`src/rtl/vrf_macros.svh`:
```
`ifndef VRF_MACROS_SVH
`define VRF_MACROS_SVH

// Data memory word width
`define VRF_WORD_W 32

// Byte lanes per memory word
`define VRF_BE_W 4

// Vector register length in bits
`define VRF_VLEN 128

`endif
```
`src/rtl/vrf_pkg.sv`:
```
`default_nettype none

`include "vrf_macros.svh"

package vrf_pkg;

  // One word on the data memory port
  typedef logic [`VRF_WORD_W-1:0] vrf_word_t;

  // Byte enables of one word
  typedef logic [`VRF_BE_W-1:0] vrf_be_t;

  // Vector length from the CSR
  typedef logic [31:0] vrf_vl_t;

  // Remaining word count
  typedef logic [29:0] vrf_iter_t;

  // Operation select, bit 0 reads A, bit 1 reads B, bit 2 writes RD
  typedef logic [2:0] vrf_sel_t;

  typedef enum logic [1:0] {
    SEW8  = 2'd0,
    SEW16 = 2'd1,
    SEW32 = 2'd2
  } vrf_sew_e;

  // READ1, READ2 and WRITE name the access granted last
  typedef enum logic [2:0] {
    VRF_IDLE  = 3'd0,
    VRF_START = 3'd1,
    VRF_READ1 = 3'd2,
    VRF_READ2 = 3'd3,
    VRF_WRITE = 3'd4
  } vrf_state_e;

endpackage

`default_nettype wire

```
`src/rtl/vrf_port.sv`:
```
`timescale 1ns/1ps
`default_nettype none

module vrf_port (
  input  wire logic          clk_i,
  input  wire logic          rst_ni,

  // Pipeline side
  input  wire logic          req_i,
  input  vrf_pkg::vrf_sel_t  sel_i,
  input  vrf_pkg::vrf_vl_t   vl_i,
  input  vrf_pkg::vrf_sew_e  sew_i,
  input  vrf_pkg::vrf_word_t wdata_i,
  output vrf_pkg::vrf_word_t rdata_a_o,
  output vrf_pkg::vrf_word_t rdata_b_o,
  output logic               vector_done_o,

  // Data memory port
  output logic               data_req_o,
  input  wire logic          data_gnt_i,
  input  wire logic          data_rvalid_i,
  output logic               data_we_o,
  output vrf_pkg::vrf_be_t   data_be_o,
  output vrf_pkg::vrf_word_t data_wdata_o,
  input  vrf_pkg::vrf_word_t data_rdata_i,

  // AGU strobes
  output logic               agu_load_o,
  output logic               agu_get_rs1_o,
  output logic               agu_get_rs2_o,
  output logic               agu_get_rd_o,
  output logic               agu_incr_o
);

  logic load;
  logic step;
  logic last;
  logic rd_a_grant;
  logic rd_b_grant;

  vrf_seq_fsm u_fsm (
    .clk_i         (clk_i),
    .rst_ni        (rst_ni),
    .req_i         (req_i),
    .sel_i         (sel_i),
    .data_gnt_i    (data_gnt_i),
    .last_i        (last),
    .data_req_o    (data_req_o),
    .data_we_o     (data_we_o),
    .agu_load_o    (agu_load_o),
    .agu_get_rs1_o (agu_get_rs1_o),
    .agu_get_rs2_o (agu_get_rs2_o),
    .agu_get_rd_o  (agu_get_rd_o),
    .agu_incr_o    (agu_incr_o),
    .load_o        (load),
    .step_o        (step),
    .rd_a_grant_o  (rd_a_grant),
    .rd_b_grant_o  (rd_b_grant),
    .vector_done_o (vector_done_o)
  );

  vrf_iter_counter u_cnt (
    .clk_i  (clk_i),
    .rst_ni (rst_ni),
    .load_i (load),
    .step_i (step),
    .vl_i   (vl_i),
    .sew_i  (sew_i),
    .last_o (last),
    .be_o   (data_be_o)
  );

  vrf_operand_regs u_regs (
    .clk_i         (clk_i),
    .rst_ni        (rst_ni),
    .rd_a_grant_i  (rd_a_grant),
    .rd_b_grant_i  (rd_b_grant),
    .data_rvalid_i (data_rvalid_i),
    .data_rdata_i  (data_rdata_i),
    .rdata_a_o     (rdata_a_o),
    .rdata_b_o     (rdata_b_o)
  );

  // Result goes straight to memory
  assign data_wdata_o = wdata_i;

endmodule

`default_nettype wire

```
`src/rtl/vrf_operand_regs.sv`:
```
`timescale 1ns/1ps
`default_nettype none

module vrf_operand_regs (
  input  wire logic          clk_i,
  input  wire logic          rst_ni,
  input  wire logic          rd_a_grant_i,
  input  wire logic          rd_b_grant_i,
  input  wire logic          data_rvalid_i,
  input  vrf_pkg::vrf_word_t data_rdata_i,
  output vrf_pkg::vrf_word_t rdata_a_o,
  output vrf_pkg::vrf_word_t rdata_b_o
);

  import vrf_pkg::*;

  logic      pend_a_q;
  logic      pend_b_q;
  vrf_word_t op_a_q;
  vrf_word_t op_b_q;

  // Target of the outstanding read
  // A new grant may coincide with rvalid of the previous read
  always_ff @(posedge clk_i or negedge rst_ni) begin
    if (!rst_ni) begin
      pend_a_q <= 1'b0;
      pend_b_q <= 1'b0;
    end else if (rd_a_grant_i || rd_b_grant_i) begin
      pend_a_q <= rd_a_grant_i;
      pend_b_q <= rd_b_grant_i;
    end else if (data_rvalid_i) begin
      pend_a_q <= 1'b0;
      pend_b_q <= 1'b0;
    end
  end

  // Operand capture
  always_ff @(posedge clk_i or negedge rst_ni) begin
    if (!rst_ni) begin
      op_a_q <= '0;
      op_b_q <= '0;
    end else if (data_rvalid_i) begin
      if (pend_a_q) op_a_q <= data_rdata_i;
      if (pend_b_q) op_b_q <= data_rdata_i;
    end
  end

  assign rdata_a_o = op_a_q;
  assign rdata_b_o = op_b_q;

endmodule

`default_nettype wire

```
`src/rtl/vrf_seq_fsm.sv`:
```
`timescale 1ns/1ps
`default_nettype none

module vrf_seq_fsm (
  input  wire logic          clk_i,
  input  wire logic          rst_ni,
  input  wire logic          req_i,
  input  vrf_pkg::vrf_sel_t  sel_i,
  input  wire logic          data_gnt_i,
  input  wire logic          last_i,
  output logic               data_req_o,
  output logic               data_we_o,
  output logic               agu_load_o,
  output logic               agu_get_rs1_o,
  output logic               agu_get_rs2_o,
  output logic               agu_get_rd_o,
  output logic               agu_incr_o,
  output logic               load_o,
  output logic               step_o,
  output logic               rd_a_grant_o,
  output logic               rd_b_grant_o,
  output logic               vector_done_o
);

  import vrf_pkg::*;

  vrf_state_e state_q, state_d;
  vrf_state_e acc;
  logic       done_q;

  // First selected access of an iteration, IDLE when none is selected
  function automatic vrf_state_e first_acc(input vrf_sel_t sel);
    if (sel[0]) begin
      return VRF_READ1;
    end else if (sel[1]) begin
      return VRF_READ2;
    end else if (sel[2]) begin
      return VRF_WRITE;
    end
    return VRF_IDLE;
  endfunction

  // Access following cur in the same iteration, IDLE at its end
  function automatic vrf_state_e next_acc(input vrf_state_e cur, input vrf_sel_t sel);
    vrf_state_e nxt;
    nxt = VRF_IDLE;
    case (cur)
      VRF_READ1: begin
        if (sel[1]) begin
          nxt = VRF_READ2;
        end else if (sel[2]) begin
          nxt = VRF_WRITE;
        end
      end
      VRF_READ2: begin
        if (sel[2]) nxt = VRF_WRITE;
      end
      default: nxt = VRF_IDLE;
    endcase
    return nxt;
  endfunction

  ////////////////////////////////////////
  // Next state and access issue
  ////////////////////////////////////////

  always_comb begin
    state_d       = state_q;
    acc           = VRF_IDLE;
    data_req_o    = 1'b0;
    data_we_o     = 1'b0;
    agu_load_o    = 1'b0;
    agu_get_rs1_o = 1'b0;
    agu_get_rs2_o = 1'b0;
    agu_get_rd_o  = 1'b0;
    agu_incr_o    = 1'b0;
    load_o        = 1'b0;
    step_o        = 1'b0;
    rd_a_grant_o  = 1'b0;
    rd_b_grant_o  = 1'b0;
    vector_done_o = 1'b0;

    case (state_q)
      VRF_IDLE: begin
        if (req_i) begin
          agu_load_o = 1'b1;
          load_o     = 1'b1;
          state_d    = VRF_START;
        end
      end

      // Nothing selected, back to idle without a done pulse
      VRF_START: begin
        acc = first_acc(sel_i);
        if (acc == VRF_IDLE) state_d = VRF_IDLE;
      end

      VRF_READ1, VRF_READ2, VRF_WRITE: begin
        acc = next_acc(state_q, sel_i);
        if (acc == VRF_IDLE) begin
          // Iteration finished on the previous grant
          if (done_q) begin
            vector_done_o = 1'b1;
            state_d       = VRF_IDLE;
          end else begin
            acc = first_acc(sel_i);
            if (acc == VRF_IDLE) state_d = VRF_IDLE;
          end
        end
      end

      default: state_d = VRF_IDLE;
    endcase

    // Request and strobes hold until granted
    if (acc != VRF_IDLE) begin
      data_req_o    = 1'b1;
      data_we_o     = (acc == VRF_WRITE);
      agu_get_rs1_o = (acc == VRF_READ1);
      agu_get_rs2_o = (acc == VRF_READ2);
      agu_get_rd_o  = (acc == VRF_WRITE);
      if (data_gnt_i) begin
        agu_incr_o   = 1'b1;
        rd_a_grant_o = (acc == VRF_READ1);
        rd_b_grant_o = (acc == VRF_READ2);
        step_o       = (next_acc(acc, sel_i) == VRF_IDLE);
        state_d      = acc;
      end
    end
  end

  ////////////////////////////////////////
  // State registers
  ////////////////////////////////////////

  always_ff @(posedge clk_i or negedge rst_ni) begin
    if (!rst_ni) begin
      state_q <= VRF_IDLE;
      done_q  <= 1'b0;
    end else begin
      state_q <= state_d;
      // Counter still holds the pre-step count here
      if (load_o) begin
        done_q <= 1'b0;
      end else if (step_o) begin
        done_q <= last_i;
      end
    end
  end

endmodule

`default_nettype wire

```
`src/rtl/vrf_iter_counter.sv`:
```
`timescale 1ns/1ps
`default_nettype none

`include "vrf_macros.svh"

module vrf_iter_counter (
  input  wire logic               clk_i,
  input  wire logic               rst_ni,
  input  wire logic               load_i,
  input  wire logic               step_i,
  input  vrf_pkg::vrf_vl_t        vl_i,
  input  vrf_pkg::vrf_sew_e       sew_i,
  output logic                    last_o,
  output vrf_pkg::vrf_be_t        be_o
);

  import vrf_pkg::*;

  localparam int unsigned OFF_W = $clog2(`VRF_BE_W);

  vrf_vl_t            byte_cnt;
  vrf_iter_t          word_cnt;
  vrf_iter_t          count_q;
  logic [OFF_W-1:0]   offset_q;
  vrf_be_t            tail_be;

  ////////////////////////////////////////
  // Word count and tail offset
  ////////////////////////////////////////

  // Element width code is log2 of the element size in bytes
  assign byte_cnt = vl_i << sew_i;

  // Partial last word counts as a full iteration
  assign word_cnt = vrf_iter_t'(byte_cnt >> OFF_W)
                  + vrf_iter_t'(|byte_cnt[OFF_W-1:0]);

  always_ff @(posedge clk_i or negedge rst_ni) begin
    if (!rst_ni) begin
      count_q  <= '0;
      offset_q <= '0;
    end else if (load_i) begin
      count_q  <= word_cnt;
      offset_q <= byte_cnt[OFF_W-1:0];
    end else if (step_i && (count_q != '0)) begin
      count_q <= count_q - vrf_iter_t'(1);
    end
  end

  // Zero length runs a single iteration instead of hanging
  assign last_o = (count_q <= vrf_iter_t'(1));

  ////////////////////////////////////////
  // Byte enables
  ////////////////////////////////////////

  // Low offset bytes live in the tail word
  always_comb begin
    for (int i = 0; i < `VRF_BE_W; i++) begin
      tail_be[i] = (i < int'(offset_q));
    end
  end

  always_comb begin
    if (last_o && (offset_q != '0)) begin
      be_o = tail_be;
    end else begin
      be_o = '1;
    end
  end

endmodule

`default_nettype wire

```
`config.mk`:
```
export PLATFORM = sky130hd
export DESIGN_NAME = vrf_port
export DESIGN_NICKNAME = d
export VERILOG_FILES = /design/src/rtl/vrf_pkg.sv /design/src/rtl/vrf_port.sv /design/src/rtl/vrf_operand_regs.sv /design/src/rtl/vrf_seq_fsm.sv /design/src/rtl/vrf_iter_counter.sv
export VERILOG_INCLUDE_DIRS = /design/src /design/src/rtl
export SDC_FILE = /design/constraint.sdc
export NUM_CORES = 1
export LEC_CHECK = 0
export BUFFER_PORTS_ARGS = -buffer_cell sky130_fd_sc_hd__buf_2
export CORE_MARGIN = 1
export CORE_UTILIZATION = 39
export CTS_BUF_LIST = sky130_fd_sc_hd__clkbuf_8
export DETAILED_ROUTE_END_ITERATION = 8
export PLACE_DENSITY = 0.71
export SYNTH_ARGS = -nofsm -noshare
export SYNTH_HDL_FRONTEND = slang
export SYNTH_SLANG_ARGS = --single-unit
```
`constraint.sdc`:
```
create_clock -name clk_i -period 3.2 [get_ports clk_i]
set_input_delay 0.16 -clock clk_i [delete_from_list [all_inputs] [get_ports clk_i]]
set_output_delay 0.16 -clock clk_i [all_outputs]
set_load 0.05 [all_outputs]
```
==> metrics.yaml, run 1 <==
status:
  status: "finished clean"
cts:
  clock_latency_ns: 0.38
  clockBufferDepth: 2
  root_buffer: "clkbuf_8"
  cts_tree: "yes"
  cts_max_level: 3
  path_clk_slew_ns: 0.10
  clock-sinks: 102
  numCtsBuffers: 9
  post_cts_buffers: 0
job:
  maxCapViolations: 0
global_route:
  antenna_found_initial: 0
  grt_pass1_wl_um: 21200
  gr-total-overflow: 0
  grt_max_degree: 81
  first_global_vias: 4340
  grt_usage_pct: 16.2
floorplanning:
  fp.dieH_um: 129
  fp.dieArea_um2: 16600
  rows: 46
  start_util_pct: 39.7
  core_region_area_um2: 15800
  die_w_um: 129
  ios: 214
final_layout:
  synthToLayoutAreaGrowth_pct: 16.1
  fin_nets: 786
  drive_gt1_share_pct: 41.4
  final_cell_count_no_fill: 898
  fin_util_pct: 46.1
worst_setup_path:
  criticalPathCategory: "reg2out"
  cp-end-kind: "primary output"
  crit_slowest_cell: "dfrtp_1"
  r2r_start: "u_fsm.done_q"
  startpoint_type: "flip-flop"
  arrival_ns: 2.58
  rrSetupSlack_ns: 0.55
  worstReg2RegEnd: "u_cnt.count_q[12]"
  critical_path_required_ns: 3.04
  critPathMaxFanout: 6
  reg2reg_depth: 7
  worstPathCellList: "nor3_1 > nand3_1 > nor2_1 > o2111a_1 > o21ai_0 > or2_2 > buf_2"
  critPathMaxStageDelay_ns: 0.44
route:
  first_iter_violations: 155
  dr.pass1.iters: 4
  detail_route.vias_per_cell: 5.28
  num_vias: 4742
  wl_per_cell_um: 14.8
  ant_nets: 0
  drc: 0
  finalWirelength_um: 13300
synth:
  syn_avg_cell_area_um2: 11.3
  synth_top_area_share_pct: 40.6
  yosysWarnings: 0
  synth_seq_cells: 102
  synthTopCellsByArea: "dfrtp_1 41%, mux2_2 12%, mux4_2 9.7%"
  syn_area_um2: 6280
  yosysSeqAreaShare_pct: 40.6
  synth_edf_count: 0
  yosysMostFrequentCell: "dfrtp_1"
  ys_types: 66
  synth_fp_nets: 667
  synthFlopType: "dfrtp_1"
  async_flop_share_pct: 100
  syn_inst: 557
  netlist_top_cells_count: "102 x dfrtp_1, 65 x mux2_2, 38 x buf_4"
  synth_area_leader_cell: "dfrtp_1"
power_and_ir_drop:
  total_power_mw: 6.96
  vdd_drop_max_mv: 0.541
  leakage_nw: 3.21
  p_per_area_nw_per_um2: 954
sta:
  setup_viol: 0
  timing.final.max_slew_violations: 0
  worst_pin_slew_ns: 1.01
  rsz0062_at_grt: "false"
  period_needed_ns: 2.74
  fmax_ghz: 0.365
  min_period_over_period_pct: 85.5
  relSlewSlack_pct: 32.4
  finClkSkew_ns: 0.0104
  hold_violations: 0
  fin_setup_tns_ns: 0
min_path:
  holdCritStartpoint: "data_rdata_i[26]"
  hold_class: "in2reg"
  hold_end: "u_regs.rdata_b_o[26]"
  holdPathStages: 2
placement:
  gp_congestion: 0.808
  dp_cells: 870
  hpwl_um: 9750
  portBuffers: 148
[logic make-up after synthesis]
kind of cell               after synthesis  share of synthesized area [%]
xor gates and xnor gates                45                           6.27
buffers and inverters                   73                           7.09
DFF                                    102                           40.6
AOI/OAI and AO/OA                       70                           7.91
muxes                                  105                           23.4
and+or+nand+nor                        157                           13.9
adders and majority gates                4                          0.797
other                                    1                         0.0597
[routing by layer]
layer / vias to the layer above / part of all wire [%] / global-route usage, % / routed length (µm)
met3: 34 / 7.7 / 3.95 / 1020
met1: 2242 / 45 / 20.9 / 6020
li1: 2267 / - / - / -
met5: - / 0 / 0 / 0
met2: 199 / 45 / 25.7 / 5950
met4: 0 / 2.3 / 7.61 / 302
[flip-flops by register name, indices dropped and copies added (netlist names)]
register,flops
u_regs.rdata_a_o,32
u_regs.rdata_b_o,32
u_cnt.count_q,30
u_fsm.state_q,3
u_cnt.offset_q,2
u_fsm.done_q,1
u_regs.pend_a_q,1
u_regs.pend_b_q,1
[cell type report]
type / instances / area [µm²]
Fill cell: 1425 / 8530
Multi-Input combinational cell: 382 / 3290
Sequential cell: 102 / 2550
Timing Repair Buffer: 171 / 943
Tap cell: 216 / 270
Clock buffer: 9 / 124
Clock inverter: 7 / 80.1
Inverter: 10 / 37.5
Antenna cell: 1 / 2.50
[where the power goes]
group	switching, mW	total [mW]	internal, mW	leakage, nW
Sequential	0.431	2.35	1.91	1.24
Combinational	2.58	3.76	1.18	1.87
Clock	0.477	0.850	0.373	0.102
[through the flow]
step / worst slack (ns) / cell area [µm²] / hold WS [ns]
after floorplan: 0.494 / 6280 / -0.136
after global placement: 0.598 / 6980 / 0.320
after detailed placement: 0.560 / 6980 / 0.320
after CTS: 0.445 / 7290 / 0.000811
after global routing: 0.326 / 7290 / 0.0143
final: 0.463 / 7300 / 0.0206
[how the worst max path moves through the flow]
stage,start,endpoint,slack [ns],cells after the start
finish,u_cnt.count_q[17],data_be_o[1],0.46,7
global route,u_cnt.count_q[17],data_be_o[1],0.33,7
CTS,u_cnt.count_q[17],data_be_o[1],0.45,7
detailed placement,sew_i[0],u_cnt.count_q[29],0.56,9
global placement,sew_i[1],u_cnt.count_q[14],0.60,11
floorplan,u_cnt.count_q[4],data_be_o[1],0.49,5
[worst max-delay path, delay by kind of cell, from the launching register on]
kind | cells | cell delay, ns
simple gates | 4 | 1.10
flops | 1 | 0.44
compound gates | 2 | 0.44
buf+inv | 1 | 0.21
[cells in the final DEF, fill, tap and decap left out, types with 8 or more instances in the layout]
master         count
mux2i_1           13
o21ai_0           14
dfrtp_1          102
nor2_1            24
clkbuf_8           9
mux4_2            27
dlygate4sd3_1     11
nand4_1           10
a21oi_1           12
o211ai_1           8
nand3_1           22
buf_4             13
xnor2_1           10
buf_2            147
nand2_1           35
mux2_2            65
xor2_1            35
inv_1             10
nor3_1             9
[repair_timing]
| item | CTS | global route |
|---|---|---|
| resized for setup | 0 | 0 |
| hold buffers | 11 | 0 |
| hold endpoints to repair | 94 | 0 |
Note: power is estimated with default switching activity, not from simulation.
==> run 2: changes to the inputs <==
Settings changed: CTS_BUF_LIST sky130_fd_sc_hd__clkbuf_8 to sky130_fd_sc_hd__clkbuf_2.
==> run 2 against run 1 <==
  * Routed wire length is 2.6% higher
  * Worst hold slack better by 0.063 ns
  * Cell area is 2.8% higher
  * Register-to-register slack hardly changed
  * Clock skew is 0.028 ns higher
  * Setup slack worse by 0.24 ns
  * Utilization is 1.3 points higher
  * Largest cell class unchanged
  * Clock power is 23% lower
  * Sequential power hardly changed
  * Fmax is 8.0% lower
  * Sequential cell count stayed put
  * Sequential share of layout area is 0.96 points lower
==> metrics.yaml, run 2 (synthesis results as in run 1) <==
worst_setup_path:
  criticalPathCategory: "reg2out"
  arrival_ns: 2.82
  critPathMaxFanout: 6
  critical_path_required_ns: 3.04
  startpoint_type: "flip-flop"
  reg2reg_depth: 7
  cp-end-kind: "primary output"
cts:
  post_cts_buffers: 0
  path_clk_slew_ns: 0.30
  clock_latency_ns: 0.60
  clock-sinks: 102
  clockBufferDepth: 2
  cts_tree: "yes"
  cts_max_level: 3
  root_buffer: "clkbuf_2"
  numCtsBuffers: 9
final_layout:
  layout_commonest_cell: "buf_2"
  multi_input_area_um2: 3290
  fin_nets: 814
  final.fill_count: 1395
  seq_area_um2: 2550
  synthToLayoutAreaGrowth_pct: 19.4
  fin_area_um2: 7500
  final_cell_mix: "147 x buf_2, 102 x dfrtp_1, 65 x mux2_2"
  drive_gt1_share_pct: 39.9
global_route:
  grt_pass1_wl_um: 22000
  grt_usage_pct: 16.7
  grt_max_degree: 81
  antenna_found_initial: 1
  gr-total-overflow: 0
  first_global_vias: 4510
sta:
  hold_ws_ns: 0.0831
  min_period_over_period_pct: 93.0
  rsz0062_at_grt: "false"
  setup_viol: 0
  period_needed_ns: 2.98
  worst_pin_slew_ns: 1.01
  finClkSkew_ns: 0.0387
  timing.final.max_slew_violations: 0
  fin_setup_tns_ns: 0
  relSlewSlack_pct: 32.6
  hold_violations: 0
  fmax_ghz: 0.336
route:
  first_iter_violations: 192
  finalWirelength_um: 13600
  drc: 0
  num_vias: 4845
  wl_per_cell_um: 14.7
  detail_route.vias_per_cell: 5.23
  dr.pass1.iters: 5
  ant_nets: 0
min_path:
  holdPathStages: 3
  hold_class: "in2reg"
placement:
  place_area_um2: 6980
  gp_congestion: 0.808
  portBuffers: 148
  hpwl_um: 9750
floorplanning:
  core_region_area_um2: 15800
  die_w_um: 129
  rows: 46
  start_util_pct: 39.7
  ios: 214
  fp.dieArea_um2: 16600
  fp.dieH_um: 129
job:
  maxCapViolations: 0
power_and_ir_drop:
  leakage_nw: 3.30
  vdd_drop_max_mv: 0.562
  p_per_area_nw_per_um2: 905
status:
  status: "finished clean"
## run 2: critical path, cell delays in order (launching register included)
cell and delay (ns):
dfrtp_1 0.49, nor3_1 0.37, nand3_2 0.21, nor2_1 0.21, o2111a_1 0.31, o21ai_0 0.13
or2_2 0.28, buf_2 0.21
## run 2: final cells by class
class                   instances  area share, %
multi-input cells             382           43.9
diodes                          1         0.0334
flip-flops and latches        102           34.0
well taps                     216           3.60
clock buffers                   9          0.600
repair buffers                199           16.3
clock inverters                 7           1.07
inverters                      10          0.500
## run 2: metal layers
metal	vias up	track usage (%)	part of all wire [%]
met3	32	3.87	7.6
met1	2284	21.8	45
met4	0	6.99	2.1
met2	205	26.8	45
li1	2324	-	-
met5	-	0	0
## run 2: report_power, final
part	total [mW]	switching (mW)	internal (mW)
Clock	0.656	0.463	0.193
Combinational	3.80	2.59	1.21
Sequential	2.34	0.433	1.91
Total	6.79	3.48	3.31
## run 2: worst paths after layout
path	to	start	slack (ns)
hold / removal	u_cnt.offset_q[1]	sew_i[0]	0.08
max in group asynchronous	u_regs.rdata_b_o[20]	rst_ni	2.07
hold reg to reg	u_regs.rdata_a_o[31]	u_regs.rdata_a_o[31]	0.54
min in group asynchronous	u_regs.rdata_b_o[18]	rst_ni	0.22
setup reg to reg	u_cnt.count_q[12]	u_fsm.done_q	0.54
setup / recovery	data_be_o[1]	u_cnt.count_q[17]	0.22
## run 2: timing repair
item | in CTS | in global routing
hold buffers | 39 | 0
hold endpoints to repair | 151 | 0
endpoints found under the setup margin | 0 | 1
gates resized for setup | 0 | 1
## run 2: stage by stage
stage	setup WS, ns	power (mW)	instances	utilization, %
floorplan	0.494	5.35	557	-
global placement	0.598	6.07	870	44.1
global route	0.0149	7.22	926	47.4
finish	0.224	6.79	926	47.4
detailed placement	0.560	6.13	870	44.1
CTS	0.102	6.83	925	47.4
==> run 3: changes to the inputs <==
Settings changed: ABC_AREA set to 1, PLACE_DENSITY 0.71 to 0.69.
==> run 3 against run 2 <==
  * Total power up 5.3%
  * Clock power down 1%
  * First-iteration DRC count up 100%
  * Via count up 46%
  * Sequential share of layout area down 3.2 points
  * Register-to-register slack better by 0.24 ns
  * Critical endpoint is now data_be_o[2]
  * Largest power group unchanged
  * Highest routed layer unchanged
==> metrics.yaml, run 3 <==
synth:
  syn_avg_cell_area_um2: 6.69
  yosysSeqAreaShare_pct: 35.7
  yosysMostFrequentCell: "nand2_1"
  netlist_top_cells_count: "353 x nand2_1, 111 x o21ai_0, 104 x nand3_1"
  ys_types: 41
  syn_inst: 1068
  synthFlopType: "dfrtp_1"
  syn_area_um2: 7140
  synth_fp_nets: 1178
  async_flop_share_pct: 100
  synth_area_leader_cell: "dfrtp_1"
  synth_top_area_share_pct: 35.7
  synth_seq_cells: 102
  synth_edf_count: 0
  synthTopCellsByArea: "dfrtp_1 36%, nand2_1 19%, o21ai_0 7.8%"
  yosysWarnings: 0
worst_setup_path:
  arrival_ns: 2.82
  worstReg2RegEnd: "u_cnt.count_q[12]"
  critical_path_required_ns: 3.04
  critPathMaxFanout: 5
  startpoint_type: "flip-flop"
  r2r_start: "u_cnt.count_q[0]"
  cp-end-kind: "primary output"
  criticalPathCategory: "reg2out"
  crit_path_end: "data_be_o[2]"
  worstSetupStartpoint: "u_cnt.count_q[0]"
  rrSetupSlack_ns: 0.78
  reg2reg_depth: 13
final_layout:
  final.fill_count: 1857
  layout_commonest_cell: "nand2_1"
  final_cell_count_no_fill: 1439
  drive_gt1_share_pct: 20.2
  synthToLayoutAreaGrowth_pct: 15.9
  fin_util_pct: 46.1
  fin_nets: 1314
  final_cell_mix: "353 x nand2_1, 146 x buf_2, 111 x o21ai_0"
route:
  first_iter_violations: 389
  dr.pass1.iters: 4
  detail_route.vias_per_cell: 4.90
  ant_nets: 0
  finalWirelength_um: 18600
  num_vias: 7050
  wl_per_cell_um: 12.9
  drc: 0
global_route:
  grt.met3_usage_pct: 2.54
  grt_max_degree: 65
  antenna_found_initial: 1
  grtUsageMet1_pct: 27.3
  grt_usage_pct: 19.8
  grt_pass1_wl_um: 30100
  met2_usage_pct: 32.4
  first_global_vias: 6331
  globalRoute.busiestLayer: "met2"
  gr-total-overflow: 0
sta:
  finClkSkew_ns: 0.0405
  setup_viol: 0
  hold_violations: 0
  min_period_over_period_pct: 93.0
  hold_ws_ns: 0.0311
  fmax_ghz: 0.336
  period_needed_ns: 2.98
  worst_pin_slew_ns: 0.937
  relSlewSlack_pct: 37.4
  timing.final.max_slew_violations: 0
cts:
  clock_latency_ns: 0.60
  cts_max_level: 3
  root_buffer: "clkbuf_2"
  clock-sinks: 102
  clockBufferDepth: 2
  numCtsBuffers: 9
  cts_tree: "yes"
  path_clk_slew_ns: 0.30
power_and_ir_drop:
  p_per_area_nw_per_um2: 864
  vdd_drop_max_mv: 0.756
  leakage_nw: 4.33
status:
  status: "finished clean"
floorplanning:
  ios: 214
  start_util_pct: 39.8
  fp.dieH_um: 137
  fp.dieArea_um2: 18900
  rows: 49
  core_region_area_um2: 18000
  die_w_um: 137
placement:
  dp_cells: 1380
  gp_congestion: 0.980
  portBuffers: 148
  hpwl_um: 13900
min_path:
  holdCritStartpoint: "sel_i[1]"
  hold_class: "in2reg"
job:
  maxCapViolations: 0
==> run 3: changes by cell type in the layout (fill, tap and decap cells not counted), sizes merged, moves of 7 or more <==
cell | previous run | this run
mux2i | 13 | 0
nand2 | 36 | 368
xor2 | 35 | 9
o211ai | 9 | 2
nor4 | 8 | 0
inv | 13 | 109
mux4 | 27 | 0
o21ai | 18 | 122
nor2 | 25 | 113
mux2 | 65 | 0
nand3 | 23 | 111
==> run 3: routing by layer <==
metal	wire length, µm	vias up
met5	0	-
met2	8610	183
met4	391	0
met3	824	28
met1	8780	3200
li1	-	3639
==> run 3: cells by family (layout without fill, tap and decap cells) <==
| kind of cell | Yosys count | count (layout) | synth area share [%] |
|---|---|---|---|
| AND/OR/NAND/NOR | 621 | 621 | 38.2 |
| buffers and inverters | 181 | 322 | 12.8 |
| AO/OA/AOI/OAI | 142 | 142 | 10.4 |
| flip-flops | 102 | 102 | 35.7 |
| XOR/XNOR | 17 | 17 | 2.09 |
| adder cells (fa/ha/maj) | 4 | 4 | 0.701 |
| other | 1 | 2 | 0.0525 |
==> run 3: power by group <==
group          leakage (nW)  switching [mW]  total, mW  internal [mW]
registers              1.28           0.400       2.27           1.87
logic                  2.97            3.14       4.24           1.10
clock network        0.0784           0.508      0.647          0.140
total                  4.33            4.05       7.15           3.10
==> run 3: worst max-delay path, stage by stage, from the launching register on <==
cell and delay [ns]:
dfrtp_1 0.47, inv_2 0.08, ha_2 0.17, inv_1 0.05, nor2_2 0.15, inv_1 0.10, nor2_4 0.16, nand4_1 0.16
inv_1 0.12, nand2_1 0.08, o41ai_1 0.07, nand2_1 0.17, a21oi_2 0.16, o21ai_0 0.10, buf_4 0.20
==> run 3: through the flow <==
stage          worst slack, ns  instance area [µm²]  setup TNS, ns  power [mW]
3_3_place_gp             0.647                 7720              0        6.43
3_5_place_dp             0.606                 7720              0        6.47
5_1_grt                -0.0192                 8280        -0.0192        7.73
4_1_cts                 0.0272                 8240              0        7.16
2_1_floorplan            0.905                 7140              0        5.63
6_report                 0.224                 8280              0        7.15
==> run 3: area by class of cell <==
type / instances / area (µm²) / area share (%)
Sequential cell: 102 / 2550 / 30.8
Timing Repair Buffer: 197 / 1210 / 14.6
Clock buffer: 9 / 45.0 / 0.544
Antenna cell: 1 / 2.50 / 0.0302
Inverter: 109 / 414 / 5.00
Multi-Input combinational cell: 785 / 3680 / 44.5
Clock inverter: 7 / 88.8 / 1.07
Tap cell: 229 / 287 / 3.46
==> run 3: worst min-delay path by stage <==
stage                     slack, ns  depth (start not counted)                    to
after global placement         0.28                          1  u_regs.rdata_b_o[12]
after CTS                    0.0004                          5          u_fsm.done_q
after detailed placement       0.29                          1  u_regs.rdata_b_o[12]
final                          0.03                          5          u_fsm.done_q
after global routing           0.03                          4       u_regs.pend_a_q
after floorplan               -0.14                          0      u_cnt.count_q[0]
==> run 3: repair_timing <==
action / in CTS / in global routing
buffers inserted: 0 / 4
resized for setup: 0 / 7
endpoints found under the setup margin: 0 / 3
hold buffers: 38 / 0
endpoints found under the hold margin: 130 / 0
